## src/hw/ddr_bridge_pkg.sv

```systemverilog
/*
 * Widths, command and response codes, and payload structs of the bridge.
 * Each stage imports what it needs from here.
 */
package ddr_bridge_pkg;

  // ********************
  // Widths and depths
  // ********************
  localparam int AXI_ADDR_WIDTH = 32;
  localparam int AXI_DATA_WIDTH = 64;
  localparam int AXI_STRB_WIDTH = 8;
  // Byte window of the memory, higher address bits give SLVERR
  localparam int MEM_ADDR_BITS  = 29;
  localparam int APP_ADDR_WIDTH = 28;
  localparam int APP_DATA_WIDTH = 512;
  localparam int APP_MASK_WIDTH = 64;
  localparam int LANE_BITS      = 3;
  // Completion queue size, also the limit on commands in flight
  localparam int CPL_DEPTH      = 4;
  localparam int CPL_PTR_BITS   = $clog2(CPL_DEPTH);

  // ********************
  // Codes
  // ********************
  localparam logic [2:0] APP_CMD_WRITE = 3'd0;
  localparam logic [2:0] APP_CMD_READ  = 3'd1;

  localparam logic [1:0] RESP_OKAY   = 2'b00;
  localparam logic [1:0] RESP_SLVERR = 2'b10;

  // Request as accepted on the AXI4-Lite side
  typedef struct packed {
    logic                      write;
    logic [AXI_ADDR_WIDTH-1:0] addr;
    logic [AXI_DATA_WIDTH-1:0] data;
    logic [AXI_STRB_WIDTH-1:0] strb;
  } axi_req_t;

  // Request mapped onto the controller line
  typedef struct packed {
    logic                      write;
    logic                      err;
    logic [APP_ADDR_WIDTH-1:0] addr;
    logic [LANE_BITS-1:0]      lane;
    logic [APP_DATA_WIDTH-1:0] data;
    logic [APP_MASK_WIDTH-1:0] mask;
  } app_req_t;

  typedef struct packed {
    logic                      write;
    logic [1:0]                resp;
    logic [AXI_DATA_WIDTH-1:0] data;
  } axi_rsp_t;

endpackage

```

## src/hw/mem_req_if.sv

```systemverilog
`timescale 1ns/100ps
/*
 * Valid/ready link carrying one payload between two bridge stages.
 * The payload type is chosen where the link is instantiated.
 */
interface mem_req_if #(
  parameter type payload_t = logic
);

  logic     valid;
  logic     ready;
  // Held stable while valid is high and ready is low
  payload_t payload;

  modport master (
    output valid,
    output payload,
    input  ready
  );

  modport slave (
    input  valid,
    input  payload,
    output ready
  );

endinterface

```

## src/hw/pipe_skid.sv

```systemverilog
`timescale 1ns/100ps
/*
 * Two-entry buffer for any payload type that cuts the ready path.
 * Sits on the request path and on the response path of the bridge.
 */
module pipe_skid #(
  parameter type payload_t = logic
) (
  input  logic      c0_ddr4_clk,
  input  logic      rst_i,
  mem_req_if.slave  in_if,
  mem_req_if.master out_if
);

  payload_t   buf_q [2];
  logic       wr_ptr_q;
  logic       rd_ptr_q;
  logic [1:0] count_q;
  logic       push;
  logic       pop;

  // Ready comes from the fill level only, never from the consumer
  assign in_if.ready    = (count_q != 2'd2);
  assign out_if.valid   = (count_q != 2'd0);
  assign out_if.payload = buf_q[rd_ptr_q];

  assign push = in_if.valid && in_if.ready;
  assign pop  = out_if.valid && out_if.ready;

  always_ff @(posedge c0_ddr4_clk) begin
    if (rst_i) begin
      wr_ptr_q <= 1'b0;
      rd_ptr_q <= 1'b0;
      count_q  <= 2'd0;
    end else begin
      if (push) begin
        wr_ptr_q <= ~wr_ptr_q;
      end
      if (pop) begin
        rd_ptr_q <= ~rd_ptr_q;
      end
      count_q <= count_q + {1'b0, push} - {1'b0, pop};
    end
  end

  always_ff @(posedge c0_ddr4_clk) begin
    if (push) begin
      buf_q[wr_ptr_q] <= in_if.payload;
    end
  end

  // A stalled head entry reaches the consumer unchanged
  a_stall_stable : assert property (@(posedge c0_ddr4_clk) disable iff (rst_i)
    out_if.valid && !out_if.ready |=> out_if.valid && $stable(out_if.payload));

endmodule

```

## src/hw/axil_req_front.sv

```systemverilog
`timescale 1ns/100ps
/*
 * AXI4-Lite slave front end. Pairs AW with W, arbitrates against AR and
 * sends each response back on B or R according to its write flag.
 */
module axil_req_front (
  input  logic                                      c0_ddr4_clk,
  input  logic                                      rst_i,
  input  logic                                      calib_i,
  input  logic [ddr_bridge_pkg::AXI_ADDR_WIDTH-1:0] s_axil_awaddr_i,
  input  logic                                      s_axil_awvalid_i,
  output logic                                      s_axil_awready_o,
  input  logic [ddr_bridge_pkg::AXI_DATA_WIDTH-1:0] s_axil_wdata_i,
  input  logic [ddr_bridge_pkg::AXI_STRB_WIDTH-1:0] s_axil_wstrb_i,
  input  logic                                      s_axil_wvalid_i,
  output logic                                      s_axil_wready_o,
  input  logic [ddr_bridge_pkg::AXI_ADDR_WIDTH-1:0] s_axil_araddr_i,
  input  logic                                      s_axil_arvalid_i,
  output logic                                      s_axil_arready_o,
  mem_req_if.master                                 req,
  mem_req_if.slave                                  rsp,
  output logic [1:0]                                s_axil_bresp_o,
  output logic                                      s_axil_bvalid_o,
  input  logic                                      s_axil_bready_i,
  output logic [ddr_bridge_pkg::AXI_DATA_WIDTH-1:0] s_axil_rdata_o,
  output logic [1:0]                                s_axil_rresp_o,
  output logic                                      s_axil_rvalid_o,
  input  logic                                      s_axil_rready_i
);
  import ddr_bridge_pkg::*;

  axi_req_t req_q;
  logic     req_valid_q;
  logic     calib_q;
  logic     read_first_q;
  logic     slot_free;
  logic     wr_pend;
  logic     take_wr;
  logic     take_rd;

  // ********************
  // Request side
  // ********************
  // Calibration must be high now and already seen since leaving reset
  assign slot_free = calib_i && calib_q && (!req_valid_q || req.ready);
  assign wr_pend   = s_axil_awvalid_i && s_axil_wvalid_i;
  assign take_wr   = slot_free && wr_pend && !(s_axil_arvalid_i && read_first_q);
  assign take_rd   = slot_free && s_axil_arvalid_i && !(wr_pend && !read_first_q);

  // AW and W are taken together in one cycle
  assign s_axil_awready_o = take_wr;
  assign s_axil_wready_o  = take_wr;
  assign s_axil_arready_o = take_rd;

  assign req.valid   = req_valid_q;
  assign req.payload = req_q;

  always_ff @(posedge c0_ddr4_clk) begin
    if (rst_i) begin
      calib_q      <= 1'b0;
      read_first_q <= 1'b0;
      req_valid_q  <= 1'b0;
    end else begin
      calib_q <= calib_i;
      if (take_wr || take_rd) begin
        req_valid_q <= 1'b1;
      end else if (req.ready) begin
        req_valid_q <= 1'b0;
      end
      // Priority flips after every read/write conflict
      if (slot_free && wr_pend && s_axil_arvalid_i) begin
        read_first_q <= ~read_first_q;
      end
    end
  end

  always_ff @(posedge c0_ddr4_clk) begin
    if (take_wr) begin
      req_q.write <= 1'b1;
      req_q.addr  <= s_axil_awaddr_i;
      req_q.data  <= s_axil_wdata_i;
      req_q.strb  <= s_axil_wstrb_i;
    end else if (take_rd) begin
      req_q.write <= 1'b0;
      req_q.addr  <= s_axil_araddr_i;
      req_q.data  <= '0;
      req_q.strb  <= '0;
    end
  end

  // ********************
  // Response side
  // ********************
  assign s_axil_bvalid_o = rsp.valid && rsp.payload.write;
  assign s_axil_rvalid_o = rsp.valid && !rsp.payload.write;
  assign s_axil_bresp_o  = rsp.payload.resp;
  assign s_axil_rresp_o  = rsp.payload.resp;
  assign s_axil_rdata_o  = rsp.payload.data;
  assign rsp.ready       = rsp.payload.write ? s_axil_bready_i : s_axil_rready_i;

  // A stalled B response stays on B and never shows up on R
  a_b_hold : assert property (@(posedge c0_ddr4_clk) disable iff (rst_i)
    s_axil_bvalid_o && !s_axil_bready_i |=> s_axil_bvalid_o && !s_axil_rvalid_o);

endmodule

```

## src/hw/app_addr_map.sv

```systemverilog
`timescale 1ns/100ps
/*
 * Registered stage that maps an AXI byte address onto a controller line,
 * places the 64-bit word in its lane and builds the byte mask.
 */
module app_addr_map (
  input  logic      c0_ddr4_clk,
  input  logic      rst_i,
  mem_req_if.slave  in_if,
  mem_req_if.master out_if
);
  import ddr_bridge_pkg::*;

  app_req_t                  out_q;
  logic                      out_valid_q;
  logic [AXI_ADDR_WIDTH-1:0] addr;
  logic [LANE_BITS-1:0]      lane;

  assign addr = in_if.payload.addr;
  // Lane is the 64-bit word inside the 64-byte line
  assign lane = addr[LANE_BITS+2:3];

  assign in_if.ready    = !out_valid_q || out_if.ready;
  assign out_if.valid   = out_valid_q;
  assign out_if.payload = out_q;

  always_ff @(posedge c0_ddr4_clk) begin
    if (rst_i) begin
      out_valid_q <= 1'b0;
    end else if (in_if.ready) begin
      out_valid_q <= in_if.valid;
    end
  end

  always_ff @(posedge c0_ddr4_clk) begin
    if (in_if.valid && in_if.ready) begin
      out_q.write <= in_if.payload.write;
      // Anything above the memory window is answered with SLVERR
      out_q.err   <= |addr[AXI_ADDR_WIDTH-1:MEM_ADDR_BITS];
      // Byte address bits 28:1, low five cleared to align on the line
      out_q.addr  <= {addr[MEM_ADDR_BITS-1:6], 5'b0};
      out_q.lane  <= lane;
      out_q.data  <= APP_DATA_WIDTH'(in_if.payload.data) << (lane * AXI_DATA_WIDTH);
      // Masked bytes are the other lanes and unstrobed bytes of this one
      out_q.mask  <= ~(APP_MASK_WIDTH'(in_if.payload.strb) << (lane * AXI_STRB_WIDTH));
    end
  end

endmodule

```

## src/hw/app_cmd_issue.sv

```systemverilog
`timescale 1ns/100ps
/*
 * Issues mapped requests on the controller's native interface and keeps
 * an in-order completion queue that turns them back into AXI responses.
 */
module app_cmd_issue (
  input  logic                                      c0_ddr4_clk,
  input  logic                                      rst_i,
  mem_req_if.slave                                  in_if,
  mem_req_if.master                                 rsp,
  output logic [ddr_bridge_pkg::APP_ADDR_WIDTH-1:0] app_addr_o,
  output logic [2:0]                                app_cmd_o,
  output logic                                      app_en_o,
  input  logic                                      app_rdy_i,
  output logic [ddr_bridge_pkg::APP_DATA_WIDTH-1:0] app_wdf_data_o,
  output logic [ddr_bridge_pkg::APP_MASK_WIDTH-1:0] app_wdf_mask_o,
  output logic                                      app_wdf_wren_o,
  output logic                                      app_wdf_end_o,
  input  logic                                      app_wdf_rdy_i,
  input  logic [ddr_bridge_pkg::APP_DATA_WIDTH-1:0] app_rd_data_i,
  input  logic                                      app_rd_data_valid_i
);
  import ddr_bridge_pkg::*;

  logic                      q_write [CPL_DEPTH];
  logic                      q_err   [CPL_DEPTH];
  logic                      q_done  [CPL_DEPTH];
  logic [LANE_BITS-1:0]      q_lane  [CPL_DEPTH];
  logic [AXI_DATA_WIDTH-1:0] q_data  [CPL_DEPTH];
  logic [CPL_PTR_BITS-1:0]   wr_ptr_q;
  logic [CPL_PTR_BITS-1:0]   rd_ptr_q;
  logic [CPL_PTR_BITS:0]     count_q;
  logic [CPL_PTR_BITS-1:0]   rd_slot;
  logic                      rd_hit;
  logic                      space;
  logic                      can_issue;
  logic                      push;
  logic                      pop;

  // ********************
  // Command issue
  // ********************
  assign space     = (count_q != CPL_DEPTH);
  // Writes need both the command and the write-data FIFO ready
  assign can_issue = app_rdy_i && (!in_if.payload.write || app_wdf_rdy_i);

  assign app_en_o       = in_if.valid && space && !in_if.payload.err && can_issue;
  assign app_cmd_o      = in_if.payload.write ? APP_CMD_WRITE : APP_CMD_READ;
  assign app_addr_o     = in_if.payload.addr;
  assign app_wdf_data_o = in_if.payload.data;
  assign app_wdf_mask_o = in_if.payload.mask;
  assign app_wdf_wren_o = app_en_o && in_if.payload.write;
  assign app_wdf_end_o  = app_wdf_wren_o;

  // Error requests only take a queue slot, nothing goes to the controller
  assign in_if.ready = space && (in_if.payload.err || can_issue);
  assign push        = in_if.valid && in_if.ready;
  assign pop         = rsp.valid && rsp.ready;

  // Oldest pending read, searched from the queue head
  always_comb begin
    logic [CPL_PTR_BITS-1:0] idx;
    rd_hit  = 1'b0;
    rd_slot = rd_ptr_q;
    for (int i = 0; i < CPL_DEPTH; i++) begin
      idx = rd_ptr_q + CPL_PTR_BITS'(i);
      if (!rd_hit && (i < int'(count_q)) && !q_write[idx] && !q_err[idx] && !q_done[idx]) begin
        rd_hit  = 1'b1;
        rd_slot = idx;
      end
    end
  end

  // ********************
  // Completion queue
  // ********************
  always_ff @(posedge c0_ddr4_clk) begin
    if (push) begin
      q_write[wr_ptr_q] <= in_if.payload.write;
      q_err[wr_ptr_q]   <= in_if.payload.err;
      q_lane[wr_ptr_q]  <= in_if.payload.lane;
      q_done[wr_ptr_q]  <= in_if.payload.write || in_if.payload.err;
      q_data[wr_ptr_q]  <= '0;
    end
    if (app_rd_data_valid_i && rd_hit) begin
      q_done[rd_slot] <= 1'b1;
      q_data[rd_slot] <= app_rd_data_i[q_lane[rd_slot]*AXI_DATA_WIDTH +: AXI_DATA_WIDTH];
    end
  end

  always_ff @(posedge c0_ddr4_clk) begin
    if (rst_i) begin
      wr_ptr_q <= '0;
      rd_ptr_q <= '0;
      count_q  <= '0;
    end else begin
      if (push) begin
        wr_ptr_q <= wr_ptr_q + 1'b1;
      end
      if (pop) begin
        rd_ptr_q <= rd_ptr_q + 1'b1;
      end
      count_q <= count_q + (CPL_PTR_BITS+1)'(push) - (CPL_PTR_BITS+1)'(pop);
    end
  end

  // Head slot leaves once it is complete
  assign rsp.valid        = (count_q != '0) && q_done[rd_ptr_q];
  assign rsp.payload.write = q_write[rd_ptr_q];
  assign rsp.payload.resp  = q_err[rd_ptr_q] ? RESP_SLVERR : RESP_OKAY;
  assign rsp.payload.data  = q_data[rd_ptr_q];

  // Controller returns data only for reads issued earlier
  a_rd_pending : assert property (@(posedge c0_ddr4_clk) disable iff (rst_i)
    app_rd_data_valid_i |-> rd_hit);

endmodule

```

## src/hw/ddr_bridge.sv

```systemverilog
`timescale 1ns/100ps
/*
 * AXI4-Lite to DDR4 native interface bridge, top level in the UI clock.
 * Chains front end, skid buffers, address map and command issue.
 */
module ddr_bridge (
  input  logic                                      c0_ddr4_clk,
  input  logic                                      reset_i,
  input  logic                                      init_calib_complete_i,
  input  logic [ddr_bridge_pkg::AXI_ADDR_WIDTH-1:0] s_axil_awaddr_i,
  input  logic                                      s_axil_awvalid_i,
  output logic                                      s_axil_awready_o,
  input  logic [ddr_bridge_pkg::AXI_DATA_WIDTH-1:0] s_axil_wdata_i,
  input  logic [ddr_bridge_pkg::AXI_STRB_WIDTH-1:0] s_axil_wstrb_i,
  input  logic                                      s_axil_wvalid_i,
  output logic                                      s_axil_wready_o,
  output logic [1:0]                                s_axil_bresp_o,
  output logic                                      s_axil_bvalid_o,
  input  logic                                      s_axil_bready_i,
  input  logic [ddr_bridge_pkg::AXI_ADDR_WIDTH-1:0] s_axil_araddr_i,
  input  logic                                      s_axil_arvalid_i,
  output logic                                      s_axil_arready_o,
  output logic [ddr_bridge_pkg::AXI_DATA_WIDTH-1:0] s_axil_rdata_o,
  output logic [1:0]                                s_axil_rresp_o,
  output logic                                      s_axil_rvalid_o,
  input  logic                                      s_axil_rready_i,
  output logic [ddr_bridge_pkg::APP_ADDR_WIDTH-1:0] app_addr_o,
  output logic [2:0]                                app_cmd_o,
  output logic                                      app_en_o,
  input  logic                                      app_rdy_i,
  output logic [ddr_bridge_pkg::APP_DATA_WIDTH-1:0] app_wdf_data_o,
  output logic [ddr_bridge_pkg::APP_MASK_WIDTH-1:0] app_wdf_mask_o,
  output logic                                      app_wdf_wren_o,
  output logic                                      app_wdf_end_o,
  input  logic                                      app_wdf_rdy_i,
  input  logic [ddr_bridge_pkg::APP_DATA_WIDTH-1:0] app_rd_data_i,
  input  logic                                      app_rd_data_valid_i
);
  import ddr_bridge_pkg::*;

  logic stage_rst;

  // Controller reset registered once into the bridge's own reset
  always_ff @(posedge c0_ddr4_clk) begin
    stage_rst <= reset_i;
  end

  // Index 0 feeds a skid buffer, index 1 leaves it
  mem_req_if #(.payload_t(axi_req_t)) req_if [2] ();
  mem_req_if #(.payload_t(app_req_t)) app_if ();
  mem_req_if #(.payload_t(axi_rsp_t)) rsp_if [2] ();

  axil_req_front u_front (
    .c0_ddr4_clk      (c0_ddr4_clk),
    .rst_i            (stage_rst),
    .calib_i          (init_calib_complete_i),
    .s_axil_awaddr_i  (s_axil_awaddr_i),
    .s_axil_awvalid_i (s_axil_awvalid_i),
    .s_axil_awready_o (s_axil_awready_o),
    .s_axil_wdata_i   (s_axil_wdata_i),
    .s_axil_wstrb_i   (s_axil_wstrb_i),
    .s_axil_wvalid_i  (s_axil_wvalid_i),
    .s_axil_wready_o  (s_axil_wready_o),
    .s_axil_araddr_i  (s_axil_araddr_i),
    .s_axil_arvalid_i (s_axil_arvalid_i),
    .s_axil_arready_o (s_axil_arready_o),
    .req              (req_if[0]),
    .rsp              (rsp_if[1]),
    .s_axil_bresp_o   (s_axil_bresp_o),
    .s_axil_bvalid_o  (s_axil_bvalid_o),
    .s_axil_bready_i  (s_axil_bready_i),
    .s_axil_rdata_o   (s_axil_rdata_o),
    .s_axil_rresp_o   (s_axil_rresp_o),
    .s_axil_rvalid_o  (s_axil_rvalid_o),
    .s_axil_rready_i  (s_axil_rready_i)
  );

  pipe_skid #(.payload_t(axi_req_t)) u_req_skid (
    .c0_ddr4_clk (c0_ddr4_clk),
    .rst_i       (stage_rst),
    .in_if       (req_if[0]),
    .out_if      (req_if[1])
  );

  app_addr_map u_map (
    .c0_ddr4_clk (c0_ddr4_clk),
    .rst_i       (stage_rst),
    .in_if       (req_if[1]),
    .out_if      (app_if)
  );

  app_cmd_issue u_issue (
    .c0_ddr4_clk         (c0_ddr4_clk),
    .rst_i               (stage_rst),
    .in_if               (app_if),
    .rsp                 (rsp_if[0]),
    .app_addr_o          (app_addr_o),
    .app_cmd_o           (app_cmd_o),
    .app_en_o            (app_en_o),
    .app_rdy_i           (app_rdy_i),
    .app_wdf_data_o      (app_wdf_data_o),
    .app_wdf_mask_o      (app_wdf_mask_o),
    .app_wdf_wren_o      (app_wdf_wren_o),
    .app_wdf_end_o       (app_wdf_end_o),
    .app_wdf_rdy_i       (app_wdf_rdy_i),
    .app_rd_data_i       (app_rd_data_i),
    .app_rd_data_valid_i (app_rd_data_valid_i)
  );

  pipe_skid #(.payload_t(axi_rsp_t)) u_rsp_skid (
    .c0_ddr4_clk (c0_ddr4_clk),
    .rst_i       (stage_rst),
    .in_if       (rsp_if[0]),
    .out_if      (rsp_if[1])
  );

endmodule

```

## config.mk

```make
export PLATFORM = sky130hd
export DESIGN_NAME = ddr_bridge
export DESIGN_NICKNAME = d
export VERILOG_FILES = /design/src/hw/ddr_bridge_pkg.sv /design/src/hw/mem_req_if.sv /design/src/hw/pipe_skid.sv /design/src/hw/axil_req_front.sv /design/src/hw/app_addr_map.sv /design/src/hw/app_cmd_issue.sv /design/src/hw/ddr_bridge.sv
export SDC_FILE = /design/constraint.sdc
export NUM_CORES = 2
export LEC_CHECK = 0
export BUFFER_PORTS_ARGS = -buffer_cell sky130_fd_sc_hd__buf_2
export CORE_AREA = 2 2 525 527
export DETAILED_ROUTE_END_ITERATION = 10
export DIE_AREA = 0 0 527 529
export HOLD_SLACK_MARGIN = 0.08
export PLACE_DENSITY = 0.36
export SLEW_MARGIN = 30
export SYNTH_ARGS = -nofsm -noshare
export SYNTH_HDL_FRONTEND = slang
export SYNTH_SLANG_ARGS = --single-unit
```

## constraint.sdc

```tcl
create_clock -name c0_ddr4_clk -period 18.06 [get_ports c0_ddr4_clk]
set_input_delay 2.709 -clock c0_ddr4_clk [delete_from_list [all_inputs] [get_ports c0_ddr4_clk]]
set_output_delay 2.709 -clock c0_ddr4_clk [all_outputs]
set_load 0.02 [all_outputs]
```

==> impl_metrics.yaml <==
cts:
  clk_pin_slew_ns: 0.06
  cts_setup_buffers: 0
  clock_path_buffers: 3
  root_buffer: "clkbuf_16"
  ctsResizeCount: 0
  clock_sinks: 1346
  h-tree-depth: 4
  cts-buffers-inserted: 160
  hold_buffers: 0
  cts_tree: "done"
  clkLatencyLatePin_ns: 0.84
worst_setup_path:
  cp_slowest_stage_delay_ns: 0.36
  worstSetupStartpoint: "s_axil_awvalid_i"
  ff2ff_path_depth: 11
  crit_chain: "buf_2 -> nand2_1 -> a21oi_4 -> buf_4 -> nand2_1 -> inv_1 -> buf_4 -> buf_2"
  startpoint_type: "input pin"
  crit_path_top_delay_cell: "buf_4"
  path_max_fanout: 31
  r2r_end: "u_issue.q_data[2][8]"
  cp.arrival_ns: 4.30
  critPathRequiredTime_ns: 15.35
  endpoint_kind: "output pin"
  crit_end: "s_axil_awready_o"
  rrSetupSlack_ns: 11.31
  worstSetupPathType: "input pin to output pin"
logic_synthesis:
  synth-xor-area-share: 0.00302
  yosysUniqueCellTypes: 55
  synth_seq_cells: 1346
  syn_area_per_cell_um2: 14.4
  ys_seq_area_frac: 0.691
  synth-async-reset-ratio: 0
  ys_warn_count: 0
  synthMuxAreaShare: 0.0874
  synth_top_area_share: 0.681
  synth_fa_ha_area_frac: 0.00293
  synth_edf_count: 1317
  synth-simple-area-share: 0.0932
  netlist.top_cell.by_area: "edfxtp_1"
  synth_area_leaders: "edfxtp_1, buf_4, nor2_1"
  syn_area_um2: 58100
  synthesis.instances: 4047
  synth_top_family_by_area: "buffers and inverters"
  synth-compound-area-share: 0.0254
  ys.flop_type: "edfxtp_1"
finish:
  multi_input_area_um2: 12700
  nets: 5475
  area_delta_synth_final_pct: 20.4
  seq_area_um2: 40100
  fillers: 28600
  drive_gt1_frac: 0.382
power:
  p_leak_nw: 25.8
  ir_worst_vdd_uv: 108
  p_per_area_nw_per_um2: 195
timing:
  rsz0062_at_grt: "no"
  fin_skew_ns: 0.0759
  finalHoldViolCount: 0
  period_share: 0.388
  slew_viol_final: 0
  setup_violations: 0
  fmax_ghz: 0.143
  worst_slack_ns: 11.05
  tightest_slew_ns: 0.964
  fin_setup_tns_ns: 0
  finalCriticalPeriod_ns: 7.01
  relSlewSlack: 0.339
routing:
  ant_nets: 0
  wl_mm: 227
  drtIter0Drc: 2907
  wl_per_cell_um: 26.6
  drc: 0
  dr.pass1.iters: 5
  via_per_inst: 4.17
  vias: 35600
placed_design:
  hpwl_mm: 161
  gp_congestion: 0.839
  place_ws_ns: 10.92
  io_buffer_count: 1326
floorplanning:
  initial_core_util: 0.213
  num_io_pins: 1342
  dieArea_um2: 279000
  die_w_um: 527
  rows: 192
  core_area_um2: 273000
  die_h_um: 529
grt:
  grt.total_usage: 0.156
  overflow: 0
  first_global_vias: 35100
  grt_max_degree: 149
  antenna_found_initial: 112
  grt_pass1_wl_mm: 302
run_status:
  status: "finished, final reports clean"
hold_path:
  min_path_type: "register to register"
flow_run:
  max-cap-violations: 0
[worst max-delay path: cells and delay by family]
family          cells  cell delay, ns
compound gates      1            0.12
buf+inv             5            1.13
simple gates        2            0.32
[per-layer routing]
| metal | track usage | vias to the layer above | routed length (um) |
|---|---|---|---|
| met5 | 0 | - | 261 |
| met4 | 0.0357 | 40 | 5020 |
| met3 | 0.0470 | 342 | 18800 |
| met2 | 0.246 | 1405 | 105000 |
| met1 | 0.208 | 18100 | 98100 |
| li1 | - | 15700 | - |
[layout by cell type, fill, tap and decap left out, types with 37 or more instances in the layout]
| cell type | n |
|---|---|
| buf_2 | 1326 |
| edfxtp_1 | 1317 |
| nor2_1 | 544 |
| nand2_1 | 344 |
| nor3_1 | 263 |
| mux2i_1 | 167 |
| clkbuf_16 | 160 |
| a32o_1 | 128 |
| mux2_2 | 126 |
| and3_1 | 72 |
| mux4_2 | 68 |
| buf_4 | 61 |
| clkbuf_1 | 42 |
| clkinv_1 | 37 |
[state kept, by name, indices dropped and copies added, names as in the netlist, 3 cells and up, named ones only]
| name | count |
|---|---|
| u_req_skid.buf_q | 204 |
| u_issue.count_q | 3 |
| u_rsp_skid.buf_q | 132 |
| u_issue.q_lane | 12 |
| u_issue.q_data | 256 |
| u_issue.q_err | 4 |
| u_issue.q_done | 4 |
| u_map.out_if.payload | 604 |
| u_issue.q_write | 4 |
| u_front.req.payload | 102 |
[worst min-delay path by stage]
stage,start,to,slack (ns),depth (start not counted)
6_report,u_front.req.payload[12],u_req_skid.buf_q[1][12],0.39,0
4_1_cts,u_front.req.payload[12],u_req_skid.buf_q[1][12],0.37,0
3_5_place_dp,u_front.req.payload[100],u_req_skid.buf_q[1][100],0.43,0
5_1_grt,u_front.req.payload[12],u_req_skid.buf_q[1][12],0.40,0
3_3_place_gp,u_front.req.payload[27],u_req_skid.buf_q[1][27],0.42,0
2_1_floorplan,u_front.req.payload[0],u_req_skid.buf_q[0][0],0.42,0
[report_power, final]
| part | switching, mW | total (mW) | internal [mW] |
|---|---|---|---|
| registers | 0.293 | 4.97 | 4.68 |
| logic | 4.00 | 5.51 | 1.51 |
| clock network | 1.40 | 3.17 | 1.77 |
| total | 5.69 | 13.7 | 7.96 |
[synth_stat cells, drive strengths merged (2+ instances only)]
| master | n |
|---|---|
| dfxtp | 29 |
| nand4 | 2 |
| nand3 | 5 |
| or3 | 3 |
| o41ai | 2 |
| inv | 26 |
| nor2 | 545 |
| a32o | 128 |
| o211ai | 5 |
| mux2 | 127 |
| nand2b | 2 |
| clkbuf | 142 |
| buf | 671 |
| nor2b | 16 |
| nor3 | 267 |
| ha | 12 |
| nor4 | 4 |
| mux4 | 73 |
| edfxtp | 1317 |
| xnor2 | 10 |
| o21ai | 2 |
| mux2i | 200 |
| xor2 | 7 |
| a21oi | 4 |
| and3 | 74 |
| nand2 | 357 |
[through the flow]
step	instance area [um2]	std cells	utilization	power, mW	hold slack, ns
final	69900	8544	0.256	13.7	0.388
after CTS	69800	8519	0.256	13.9	0.367
after global routing	69900	8527	0.256	14.3	0.399
after global placement	64600	8226	0.237	10.6	0.422
after detailed placement	64700	8228	0.237	10.7	0.430
after floorplan	58100	4055	-	9.24	0.421
[final cells by class]
class | count | share of cell area
clock buffer | 202 | 0.0595
multi-input combinational | 1870 | 0.182
clock inverter | 89 | 0.0138
antenna | 23 | 0.000823
inverter | 26 | 0.00140
sequential | 1346 | 0.574
tap | 3589 | 0.0642
timing repair buffer | 1399 | 0.104
[kinds of logic after synthesis]
logic type               Yosys count
adder cells (fa/ha/maj)           13
XOR/XNOR                          17
buffers and inverters            839
multiplexers                     400
AO/OA/AOI/OAI                    152
other                              1
flip-flops                      1346
AND/OR/NAND/NOR                 1279
No activity file was read; power rests on OpenSTA's default activity.
